<file path="src/design/hub75_pkg.sv">
package hub75_pkg;

    localparam int BRIGHTNESS_LEVELS = 5;  // bit planes, fixed by the 5-6-5 pixel

    // one framebuffer pixel, msb first
    typedef struct packed {
        logic [4:0] red;
        logic [5:0] green;
        logic [4:0] blue;
    } pixel_t;

    // one framebuffer word, same column in both halves
    typedef struct packed {
        pixel_t top;
        pixel_t bottom;
    } pixel_pair_t;

    typedef struct packed {
        logic red;
        logic green;
        logic blue;
    } rgb_t;

    typedef struct packed {
        rgb_t       rgb1;       // top half
        rgb_t       rgb2;       // bottom half
        logic [3:0] row_addr;
        logic       clk_pixel;
        logic       row_latch;
        logic       oe_n;
    } hub75_out_t;

    typedef enum logic [7:0] {
        OP_PIXEL      = 8'h50,  // 'P'
        OP_RGB_ENABLE = 8'h52,  // 'R'
        OP_BRIGHTNESS = 8'h54   // 'T'
    } cmd_opcode_e;

    typedef enum logic [1:0] {
        SHIFT,
        BLANK,
        LATCH,
        SHOW
    } scan_state_e;

endpackage

</file>
<file path="src/design/uart_rx.sv">
`timescale 1ns/100ps

module uart_rx #(
    parameter int TICKS_PER_BIT = 4,
    localparam int CNT_W = $clog2(TICKS_PER_BIT + 1)
) (
    input  logic       clk_in,
    input  logic       rst_n,
    input  logic       rx,
    output logic [7:0] rx_data,
    output logic       rx_valid
);

    typedef enum logic [1:0] {
        RX_IDLE,
        RX_START,
        RX_DATA,
        RX_STOP
    } rx_state_e;

    rx_state_e        state;
    logic [1:0]       rx_sync;   // two-flop synchronizer, [1] is safe to use
    logic [CNT_W-1:0] tick_cnt;
    logic [2:0]       bit_idx;
    logic [7:0]       shift_q;
    logic             mid_bit;
    logic             bit_end;

    assign mid_bit = tick_cnt == CNT_W'(TICKS_PER_BIT / 2 - 1);
    assign bit_end = tick_cnt == CNT_W'(TICKS_PER_BIT - 1);  // one bit after mid of start

    always_ff @(posedge clk_in) begin
        if (!rst_n) begin
            rx_sync  <= 2'b11;   // line idles high
            state    <= RX_IDLE;
            tick_cnt <= '0;
            bit_idx  <= '0;
            rx_valid <= 1'b0;
        end else begin
            rx_sync  <= {rx_sync[0], rx};
            rx_valid <= 1'b0;
            tick_cnt <= tick_cnt + 1'b1;
            case (state)
                RX_IDLE: begin
                    tick_cnt <= '0;
                    if (!rx_sync[1])
                        state <= RX_START;
                end
                RX_START: begin
                    if (mid_bit) begin
                        tick_cnt <= '0;
                        bit_idx  <= '0;
                        state    <= rx_sync[1] ? RX_IDLE : RX_DATA;  // glitch, not a start bit
                    end
                end
                RX_DATA: begin
                    if (bit_end) begin
                        tick_cnt <= '0;
                        bit_idx  <= bit_idx + 3'd1;
                        if (bit_idx == 3'd7)
                            state <= RX_STOP;
                    end
                end
                RX_STOP: begin
                    if (bit_end) begin
                        rx_valid <= rx_sync[1];  // framing error drops the byte
                        state    <= RX_IDLE;
                    end
                end
                default: state <= RX_IDLE;
            endcase
        end
    end

    always_ff @(posedge clk_in) begin
        if (state == RX_DATA && bit_end)
            shift_q <= {rx_sync[1], shift_q[7:1]};  // lsb first
        if (state == RX_STOP && bit_end)
            rx_data <= shift_q;
    end

    // a full frame lies between two bytes
    a_valid_pulse : assert property (@(posedge clk_in) disable iff (!rst_n)
        rx_valid |=> !rx_valid);

endmodule

</file>
<file path="src/design/cmd_parser.sv">
`timescale 1ns/100ps

module cmd_parser
    import hub75_pkg::*;
#(
    parameter int PIXEL_WIDTH      = 8,
    parameter int PIXEL_HALFHEIGHT = 4,
    localparam int ADDR_W = $clog2(PIXEL_WIDTH * PIXEL_HALFHEIGHT)
) (
    input  logic                         clk_in,
    input  logic                         rst_n,
    input  logic [7:0]                   rx_data,
    input  logic                         rx_valid,
    output logic                         wr_en,
    output logic [ADDR_W-1:0]            wr_addr,
    output logic                         wr_bottom,
    output pixel_t                       wr_pixel,
    output rgb_t                         rgb_enable,
    output logic [BRIGHTNESS_LEVELS-1:0] brightness_enable
);

    typedef enum logic [2:0] {
        ST_IDLE,
        ST_COL,
        ST_ROW,
        ST_HIGH,
        ST_LOW,
        ST_RGB,
        ST_BRIGHT
    } parse_state_e;

    parse_state_e state;
    logic [7:0]   col_q;
    logic [7:0]   row_q;
    logic [7:0]   high_q;
    logic         bottom;
    logic [7:0]   row_in_half;
    logic [15:0]  addr_full;
    logic         in_range;

    assign bottom      = int'(row_q) >= PIXEL_HALFHEIGHT;
    assign row_in_half = bottom ? row_q - 8'(PIXEL_HALFHEIGHT) : row_q;
    assign addr_full   = 16'(row_in_half) * 16'(PIXEL_WIDTH) + 16'(col_q);
    assign in_range    = (int'(col_q) < PIXEL_WIDTH) && (int'(row_q) < 2 * PIXEL_HALFHEIGHT);

    always_ff @(posedge clk_in) begin
        if (!rst_n) begin
            state             <= ST_IDLE;
            wr_en             <= 1'b0;
            rgb_enable        <= '1;
            brightness_enable <= '1;
        end else begin
            wr_en <= 1'b0;
            if (rx_valid) begin
                case (state)
                    ST_IDLE: begin
                        case (cmd_opcode_e'(rx_data))
                            OP_PIXEL:      state <= ST_COL;
                            OP_RGB_ENABLE: state <= ST_RGB;
                            OP_BRIGHTNESS: state <= ST_BRIGHT;
                            default:       state <= ST_IDLE;  // unknown byte
                        endcase
                    end
                    ST_COL:  state <= ST_ROW;
                    ST_ROW:  state <= ST_HIGH;
                    ST_HIGH: state <= ST_LOW;
                    ST_LOW: begin
                        wr_en <= in_range;  // out of range completes silently
                        state <= ST_IDLE;
                    end
                    ST_RGB: begin
                        rgb_enable <= rgb_t'(rx_data[2:0]);
                        state      <= ST_IDLE;
                    end
                    ST_BRIGHT: begin
                        brightness_enable <= rx_data[BRIGHTNESS_LEVELS-1:0];
                        state             <= ST_IDLE;
                    end
                    default: state <= ST_IDLE;
                endcase
            end
        end
    end

    // operand capture
    always_ff @(posedge clk_in) begin
        if (rx_valid) begin
            case (state)
                ST_COL:  col_q  <= rx_data;
                ST_ROW:  row_q  <= rx_data;
                ST_HIGH: high_q <= rx_data;
                ST_LOW: begin
                    wr_addr   <= addr_full[ADDR_W-1:0];
                    wr_bottom <= bottom;
                    wr_pixel  <= pixel_t'({high_q, rx_data});
                end
                default: ;
            endcase
        end
    end

    a_single_write : assert property (@(posedge clk_in) disable iff (!rst_n)
        wr_en |=> !wr_en);

endmodule

</file>
<file path="src/design/framebuffer.sv">
`timescale 1ns/100ps

module framebuffer
    import hub75_pkg::*;
#(
    parameter int PIXEL_WIDTH      = 8,
    parameter int PIXEL_HALFHEIGHT = 4,
    localparam int DEPTH  = PIXEL_WIDTH * PIXEL_HALFHEIGHT,
    localparam int ADDR_W = $clog2(DEPTH)
) (
    input  logic              clk_in,
    input  logic              wr_en,
    input  logic [ADDR_W-1:0] wr_addr,
    input  logic              wr_bottom,
    input  pixel_t            wr_pixel,
    input  logic [ADDR_W-1:0] rd_addr,
    output pixel_pair_t       rd_data
);

    pixel_pair_t mem [DEPTH];  // top and bottom half share one word

    // half-select write, the other half keeps its pixel
    always_ff @(posedge clk_in) begin
        if (wr_en) begin
            if (wr_bottom)
                mem[wr_addr].bottom <= wr_pixel;
            else
                mem[wr_addr].top <= wr_pixel;
        end
    end

    always_ff @(posedge clk_in) begin
        rd_data <= mem[rd_addr];  // one cycle read latency
    end

    // the parser range check must keep writes inside the panel
    a_wr_in_range : assert property (@(posedge clk_in)
        wr_en |-> int'(wr_addr) < DEPTH);

endmodule

</file>
<file path="src/design/pixel_fetch.sv">
`timescale 1ns/100ps

module pixel_fetch
    import hub75_pkg::*;
#(
    parameter int PIXEL_WIDTH      = 8,
    parameter int PIXEL_HALFHEIGHT = 4,
    localparam int COL_W  = $clog2(PIXEL_WIDTH),
    localparam int ROW_W  = $clog2(PIXEL_HALFHEIGHT),
    localparam int ADDR_W = $clog2(PIXEL_WIDTH * PIXEL_HALFHEIGHT)
) (
    input  logic                         clk_in,
    input  logic                         rst_n,
    input  logic                         pixel_load,
    input  logic [COL_W-1:0]             column,
    input  logic [ROW_W-1:0]             row,
    input  logic [2:0]                   plane,
    input  rgb_t                         rgb_enable,
    input  logic [BRIGHTNESS_LEVELS-1:0] brightness_enable,
    output logic [ADDR_W-1:0]            rd_addr,
    input  pixel_pair_t                  rd_data,
    output rgb_t                         rgb1,
    output rgb_t                         rgb2
);

    logic [15:0] addr_full;
    logic        read_pending;  // rd_data holds the requested word

    // one plane bit per channel, masked by the enables
    function automatic rgb_t plane_bits(pixel_t pix, logic [2:0] p, rgb_t en,
                                        logic [BRIGHTNESS_LEVELS-1:0] br);
        rgb_t bits;
        bits.red   = pix.red[p] & en.red & br[p];
        bits.green = pix.green[p + 1] & en.green & br[p];  // green lsb is never shown
        bits.blue  = pix.blue[p] & en.blue & br[p];
        return bits;
    endfunction

    // column and row hold from the pulse, so the address is ready in the load cycle
    assign addr_full = 16'(row) * 16'(PIXEL_WIDTH) + 16'(column);
    assign rd_addr   = addr_full[ADDR_W-1:0];

    always_ff @(posedge clk_in) begin
        if (!rst_n) begin
            read_pending <= 1'b0;
            rgb1         <= '0;
            rgb2         <= '0;
        end else begin
            read_pending <= pixel_load;
            if (read_pending) begin
                rgb1 <= plane_bits(rd_data.top, plane, rgb_enable, brightness_enable);
                rgb2 <= plane_bits(rd_data.bottom, plane, rgb_enable, brightness_enable);
            end
        end
    end

endmodule

</file>
<file path="src/design/matrix_scan.sv">
`timescale 1ns/100ps

module matrix_scan
    import hub75_pkg::*;
#(
    parameter int PIXEL_WIDTH      = 8,
    parameter int PIXEL_HALFHEIGHT = 4,
    parameter int SHOW_BASE        = 2,
    localparam int COL_W = $clog2(PIXEL_WIDTH),
    localparam int ROW_W = $clog2(PIXEL_HALFHEIGHT)
) (
    input  logic             clk_in,
    input  logic             rst_n,
    output logic             pixel_load,
    output logic [COL_W-1:0] column,
    output logic [ROW_W-1:0] row,
    output logic [2:0]       plane,
    output logic             clk_pixel,
    output logic             row_latch,
    output logic             oe_n,
    output logic [3:0]       row_addr
);

    localparam int SHOW_W = $clog2(SHOW_BASE << (BRIGHTNESS_LEVELS - 1)) + 1;

    scan_state_e       state;
    logic [1:0]        phase;     // four cycles per column
    logic [SHOW_W-1:0] show_cnt;

    assign pixel_load = (state == SHIFT) && (phase == 2'd0);
    assign clk_pixel  = (state == SHIFT) && (phase == 2'd3);  // data settled in phase 2
    assign row_latch  = (state == LATCH);
    assign oe_n       = (state != SHOW);

    always_ff @(posedge clk_in) begin
        if (!rst_n) begin
            state    <= SHIFT;
            phase    <= '0;
            column   <= '0;
            row      <= '0;
            plane    <= '0;
            show_cnt <= '0;
            row_addr <= '0;
        end else begin
            case (state)
                SHIFT: begin
                    phase <= phase + 2'd1;
                    if (phase == 2'd3) begin
                        if (column == COL_W'(PIXEL_WIDTH - 1)) begin
                            column <= '0;
                            state  <= BLANK;
                        end else begin
                            column <= column + 1'b1;
                        end
                    end
                end
                BLANK: begin
                    row_addr <= 4'(row);  // shown from the latch on
                    state    <= LATCH;
                end
                LATCH: begin
                    // binary weighted display time
                    show_cnt <= SHOW_W'((SHOW_BASE << plane) - 1);
                    state    <= SHOW;
                end
                SHOW: begin
                    if (show_cnt == '0) begin
                        state <= SHIFT;
                        if (plane == 3'(BRIGHTNESS_LEVELS - 1)) begin
                            plane <= '0;
                            if (row == ROW_W'(PIXEL_HALFHEIGHT - 1))
                                row <= '0;
                            else
                                row <= row + 1'b1;
                        end else begin
                            plane <= plane + 3'd1;
                        end
                    end else begin
                        show_cnt <= show_cnt - 1'b1;
                    end
                end
                default: state <= SHIFT;
            endcase
        end
    end

    // panel must be dark across blank and latch
    a_latch_dark : assert property (@(posedge clk_in) disable iff (!rst_n)
        row_latch |-> oe_n && $past(oe_n));

endmodule

</file>
<file path="src/design/hub75_top.sv">
`timescale 1ns/100ps

module hub75_top
    import hub75_pkg::*;
#(
    parameter int PIXEL_WIDTH      = 8,
    parameter int PIXEL_HALFHEIGHT = 4,  // panel is twice this height
    parameter int TICKS_PER_BIT    = 4,
    parameter int SHOW_BASE        = 2
) (
    input  logic       clk_in,
    input  logic       rst_n,
    input  logic       rx,
    output hub75_out_t panel
);

    localparam int COL_W  = $clog2(PIXEL_WIDTH);
    localparam int ROW_W  = $clog2(PIXEL_HALFHEIGHT);
    localparam int ADDR_W = $clog2(PIXEL_WIDTH * PIXEL_HALFHEIGHT);

    logic [7:0]                   rx_data;
    logic                         rx_valid;
    logic                         wr_en;
    logic [ADDR_W-1:0]            wr_addr;
    logic                         wr_bottom;
    pixel_t                       wr_pixel;
    rgb_t                         rgb_enable;
    logic [BRIGHTNESS_LEVELS-1:0] brightness_enable;
    logic [ADDR_W-1:0]            rd_addr;
    pixel_pair_t                  rd_data;
    logic                         pixel_load;
    logic [COL_W-1:0]             column;
    logic [ROW_W-1:0]             row;
    logic [2:0]                   plane;
    rgb_t                         rgb1;
    rgb_t                         rgb2;
    logic                         clk_pixel;
    logic                         row_latch;
    logic                         oe_n;
    logic [3:0]                   row_addr;

    uart_rx #(
        .TICKS_PER_BIT(TICKS_PER_BIT)
    ) i_uart_rx (
        .clk_in   (clk_in),
        .rst_n    (rst_n),
        .rx       (rx),
        .rx_data  (rx_data),
        .rx_valid (rx_valid)
    );

    cmd_parser #(
        .PIXEL_WIDTH      (PIXEL_WIDTH),
        .PIXEL_HALFHEIGHT (PIXEL_HALFHEIGHT)
    ) i_cmd_parser (
        .clk_in            (clk_in),
        .rst_n             (rst_n),
        .rx_data           (rx_data),
        .rx_valid          (rx_valid),
        .wr_en             (wr_en),
        .wr_addr           (wr_addr),
        .wr_bottom         (wr_bottom),
        .wr_pixel          (wr_pixel),
        .rgb_enable        (rgb_enable),
        .brightness_enable (brightness_enable)
    );

    framebuffer #(
        .PIXEL_WIDTH      (PIXEL_WIDTH),
        .PIXEL_HALFHEIGHT (PIXEL_HALFHEIGHT)
    ) i_framebuffer (
        .clk_in    (clk_in),
        .wr_en     (wr_en),
        .wr_addr   (wr_addr),
        .wr_bottom (wr_bottom),
        .wr_pixel  (wr_pixel),
        .rd_addr   (rd_addr),
        .rd_data   (rd_data)
    );

    pixel_fetch #(
        .PIXEL_WIDTH      (PIXEL_WIDTH),
        .PIXEL_HALFHEIGHT (PIXEL_HALFHEIGHT)
    ) i_pixel_fetch (
        .clk_in            (clk_in),
        .rst_n             (rst_n),
        .pixel_load        (pixel_load),
        .column            (column),
        .row               (row),
        .plane             (plane),
        .rgb_enable        (rgb_enable),
        .brightness_enable (brightness_enable),
        .rd_addr           (rd_addr),
        .rd_data           (rd_data),
        .rgb1              (rgb1),
        .rgb2              (rgb2)
    );

    matrix_scan #(
        .PIXEL_WIDTH      (PIXEL_WIDTH),
        .PIXEL_HALFHEIGHT (PIXEL_HALFHEIGHT),
        .SHOW_BASE        (SHOW_BASE)
    ) i_matrix_scan (
        .clk_in     (clk_in),
        .rst_n      (rst_n),
        .pixel_load (pixel_load),
        .column     (column),
        .row        (row),
        .plane      (plane),
        .clk_pixel  (clk_pixel),
        .row_latch  (row_latch),
        .oe_n       (oe_n),
        .row_addr   (row_addr)
    );

    assign panel = '{
        rgb1:      rgb1,
        rgb2:      rgb2,
        row_addr:  row_addr,
        clk_pixel: clk_pixel,
        row_latch: row_latch,
        oe_n:      oe_n
    };

endmodule

</file>
<file path="config.mk">
export PLATFORM = sky130hd
export DESIGN_NAME = hub75_top
export DESIGN_NICKNAME = d
export VERILOG_FILES = /design/src/design/hub75_pkg.sv /design/src/design/uart_rx.sv /design/src/design/cmd_parser.sv /design/src/design/framebuffer.sv /design/src/design/pixel_fetch.sv /design/src/design/matrix_scan.sv /design/src/design/hub75_top.sv
export SDC_FILE = /design/constraint.sdc
export NUM_CORES = 1
export LEC_CHECK = 0
export ABC_CLOCK_PERIOD_IN_PS = 5700
export BUFFER_PORTS_ARGS = -buffer_cell sky130_fd_sc_hd__buf_4
export CORE_AREA = 8 8 452 454
export DETAILED_ROUTE_END_ITERATION = 10
export DIE_AREA = 0 0 460 462
export PLACE_DENSITY = 0.46
export SYNTH_ARGS = -nofsm -noshare
export SYNTH_HDL_FRONTEND = slang
export SYNTH_SLANG_ARGS = --single-unit
</file>
<file path="constraint.sdc">
create_clock -name clk_in -period 5.7 [get_ports clk_in]
set_input_delay 1.14 -clock clk_in [delete_from_list [all_inputs] [get_ports clk_in]]
set_output_delay 1.14 -clock clk_in [all_outputs]
set_load 0.005 [all_outputs]
</file>
==> results.py <==
metrics = {
    "status": {
        "status": "finished, final reports clean",
    },
    "critical_path": {
        "worst_setup_path_start_kind": "flip-flop",
        "crit_slowest_cell": "dfxtp_1",
        "worst-path-max-fanout": 6,
        "endpoint_kind": "primary output",
        "required_ns": 4.56,
        "cpMostUsedCell": "inv_1",
        "path_buf_inv": 3,
        "critPathTopFamily": "buffers and inverters",
        "slowest_delay_ns": 0.38,
        "worstPathCellList": "inv_1, ha_1, nand2_1, inv_1, buf_4",
        "arrival_ns": 2.02,
        "path_class": "reg -> out",
    },
    "layout": {
        "fin_cells": 5400,
        "nets": 2688,
        "drive_gt1_frac": 0.1211,
        "area_delta_synth_final_pct": 16.88,
        "multi_input_area_um2": 10040,
        "regArea_um2": 34260,
        "n_fill_cell": 19826,
    },
    "pwr": {
        "switchingPower_mw": 3.409,
        "internal_power_mw": 13.85,
        "finalPower_mw": 17.26,
        "ir_drop_mv": 0.2210,
        "swShare": 0.1975,
        "power_density_nw_per_um2": 327.9,
        "clockPowerShare": 0.452,
        "seqPwrFrac": 0.537,
        "p_leak_nw": 15.28,
        "p_comb_frac": 0.012,
    },
    "synth": {
        "synth-seq-cells": 1168,
        "syn_area_per_cell_um2": 17.67,
        "yosys.area_share.simple": 0.03887,
        "synth_ff_type": "edfxtp_1",
        "netlist_top_cells_count": "edfxtp_1 (1,086), mux2i_1 (527), a22oi_1 (259)",
        "netlist_instances": 2548,
        "synth_fa_ha_area_frac": 0.008057,
        "post-synth-top-count-cell": "edfxtp_1",
        "synth_async_sr_flop_share": 0,
        "seq_area_frac_synth": 0.7606,
        "yosysWarnings": 0,
        "netlist_top_cells_area": "edfxtp_1 (72%), mux2i_1 (12%), a22oi_1 (4.3%)",
        "synthMuxAreaShare": 0.1204,
        "synth_top_area_cell": "edfxtp_1",
        "synth_top_area_share": 0.7242,
        "syn_area_um2": 45030,
        "synth_top_family_by_area": "multiplexers",
        "synth_xor_area_frac": 0.0009724,
        "synth_cell_types": 66,
        "synth_edf_count": 1086,
        "synth_compound_area_frac": 0.05268,
    },
    "clock_network": {
        "cts_hold_buf": 0,
        "cts_max_level": 3,
        "cts.clk_slew.worst_paths_ns": 0.06,
        "ctsLongestPathBuffers": 3,
        "cts-buffers-inserted": 118,
        "cts_setup_buffers": 0,
        "postCtsResizedCells": 0,
        "clock-root-buffer": "clkbuf_16",
        "clk_latency_ns": 0.73,
        "cts_tree": "yes",
        "clkSinkCount": 1168,
    },
    "placement": {
        "place_congestion": 0.7491,
        "dp_hpwl_um": 68920,
        "io_buffers": 13,
        "post-place-ws_ns": 2.985,
        "dp_cells": 5176,
    },
    "global_route": {
        "grtUsageTotal": 0.1099,
        "grtUsageMet3": 0.01493,
        "met1_usage": 0.1513,
        "use_met2": 0.1804,
        "grt_pass1_wl_um": 171700,
        "overflow": 0,
        "grt_pass1_vias": 22641,
        "antenna_found_initial": 0,
        "grt_busiest_layer": "met2",
        "grt_max_degree": 99,
    },
    "timing": {
        "slew_headroom": 0.3136,
        "finalWorstSetupSlack_ns": 2.536,
        "whs_ns": 0.4036,
        "setup_violations": 0,
        "drv_slew": 0,
        "period_needed_ns": 3.164,
        "rsz0062_at_grt": "false",
        "worst_pin_slew_ns": 1.030,
        "final-hold-violation-count": 0,
        "finClkSkew_ns": 0.02913,
        "fmax_mhz": 316.1,
        "period_share": 0.5550,
        "fin_tns_setup_ns": 0,
    },
    "routing": {
        "via_per_inst": 4.254,
        "drt_iter0_markers": 2013,
        "num_vias": 22971,
        "routed_wl_um": 120900,
        "drtPass1Iterations": 7,
        "wl_per_cell_um": 22.39,
        "ant_nets": 0,
        "drc": 0,
    },
    "floorplan": {
        "core_area_um2": 196600,
        "die_h_um": 462,
        "fp.dieW_um": 460,
        "num_io_pins": 16,
        "core.rowCount": 163,
        "initial_core_util": 0.2291,
        "dieArea_um2": 212500,
    },
    "run": {
        "drv_cap": 0,
    },
    "worst_hold_path": {
        "hold_class": "reg -> reg",
    },
}
==> cells by family after synthesis <==
family,count (synthesis)
compound gates,325
simple gates,319
fa+ha+maj,29
flops,1168
xor+xnor,5
other cells,1
mux,535
buf+inv,166
==> metrics by stage <==
stage	utilization	instance area, µm²
2_1_floorplan	-	45040
3_3_place_gp	0.2479	48740
3_5_place_dp	0.2479	48740
4_1_cts	0.2677	52630
5_1_grt	0.2677	52630
6_report	0.2677	52630
==> flip-flops by register name, indices dropped and copies added (netlist names), 5 cells and up, named ones only <==
register	flops
i_framebuffer.mem	1024
i_framebuffer.rd_data	32
i_cmd_parser.wr_pixel	16
i_cmd_parser.col_q	8
i_cmd_parser.high_q	8
i_cmd_parser.row_q	8
i_uart_rx.rx_data	8
i_uart_rx.shift_q	8
i_matrix_scan.show_cnt	6
i_cmd_parser.brightness_enable	5
i_cmd_parser.wr_addr	5
==> power by group through the flow <==
stage / Sequential [mW] / Clock, mW / Combinational (mW)
floorplan: 9.44 / 0 / 0.127
global placement: 9.45 / 0 / 0.204
finish: 9.26 / 7.79 / 0.201
detailed placement: 9.45 / 0 / 0.205
global route: 9.26 / 8.31 / 0.220
CTS: 9.26 / 8.01 / 0.206
==> worst paths after layout <==
| kind | cells after the start | slack [ns] | to | startpoint |
|---|---|---|---|---|
| setup / recovery | 5 | 2.54 | panel[2] | i_matrix_scan.state[0]$_SDFFE_PN0P_ |
| hold / removal | 1 | 0.40 | i_uart_rx.rx_sync[1]$_SDFF_PN1_ | i_uart_rx.rx_sync[0]$_SDFF_PN1_ |
| setup reg to reg | 6 | 2.87 | i_framebuffer.rd_data[17]$_DFF_P_ | i_matrix_scan.column[1]$_SDFFE_PN0P_ |
| hold reg to reg | 1 | 0.40 | i_uart_rx.rx_sync[1]$_SDFF_PN1_ | i_uart_rx.rx_sync[0]$_SDFF_PN1_ |
==> final cells by class <==
type	count	share of cell area
tap	2640	0.06276
inverter	24	0.001712
clock inverter	78	0.01507
timing repair buffer	129	0.02006
antenna	1	0.00004754
clock buffer	145	0.05881
multi-input combinational	1215	0.1907
sequential	1168	0.6508
==> routing by layer <==
layer	wire length, µm	share of wire
met1	55730	0.46
met2	57360	0.47
met3	4823	0.040
met4	3022	0.025
met5	0	0
==> layout by cell type, fill, tap and decap left out, types with 7 or more instances in the layout <==
master | synthesis | final
bufinv_16 | 0 | 15
buf_4 | 13 | 122
clkinv_2 | 0 | 19
inv_1 | 23 | 23
ha_1 | 29 | 29
clkbuf_16 | 0 | 119
a22oi_1 | 259 | 259
clkbuf_1 | 25 | 24
nand2b_1 | 16 | 16
o21ai_0 | 11 | 11
dfxtp_1 | 82 | 81
edfxtp_1 | 1086 | 1086
clkinv_1 | 1 | 30
a21oi_1 | 26 | 26
nand3_1 | 15 | 15
nor2_1 | 116 | 110
nor2b_1 | 9 | 9
nand4_1 | 66 | 66
nand2_1 | 37 | 37
buf_12 | 0 | 7
mux2i_1 | 527 | 527
nand3b_1 | 8 | 8
o211ai_1 | 7 | 7
==> worst reg2reg max path: cells and delay by family, from the launching register on <==
kind | cells | cell delay, ns
buffers and inverters | 2 | 0.81
DFF | 1 | 0.78
and+or+nand+nor | 2 | 0.49
AOI/OAI and AO/OA | 1 | 0.39
muxes | 1 | 0.28
Power figures use the tool's default switching activity.
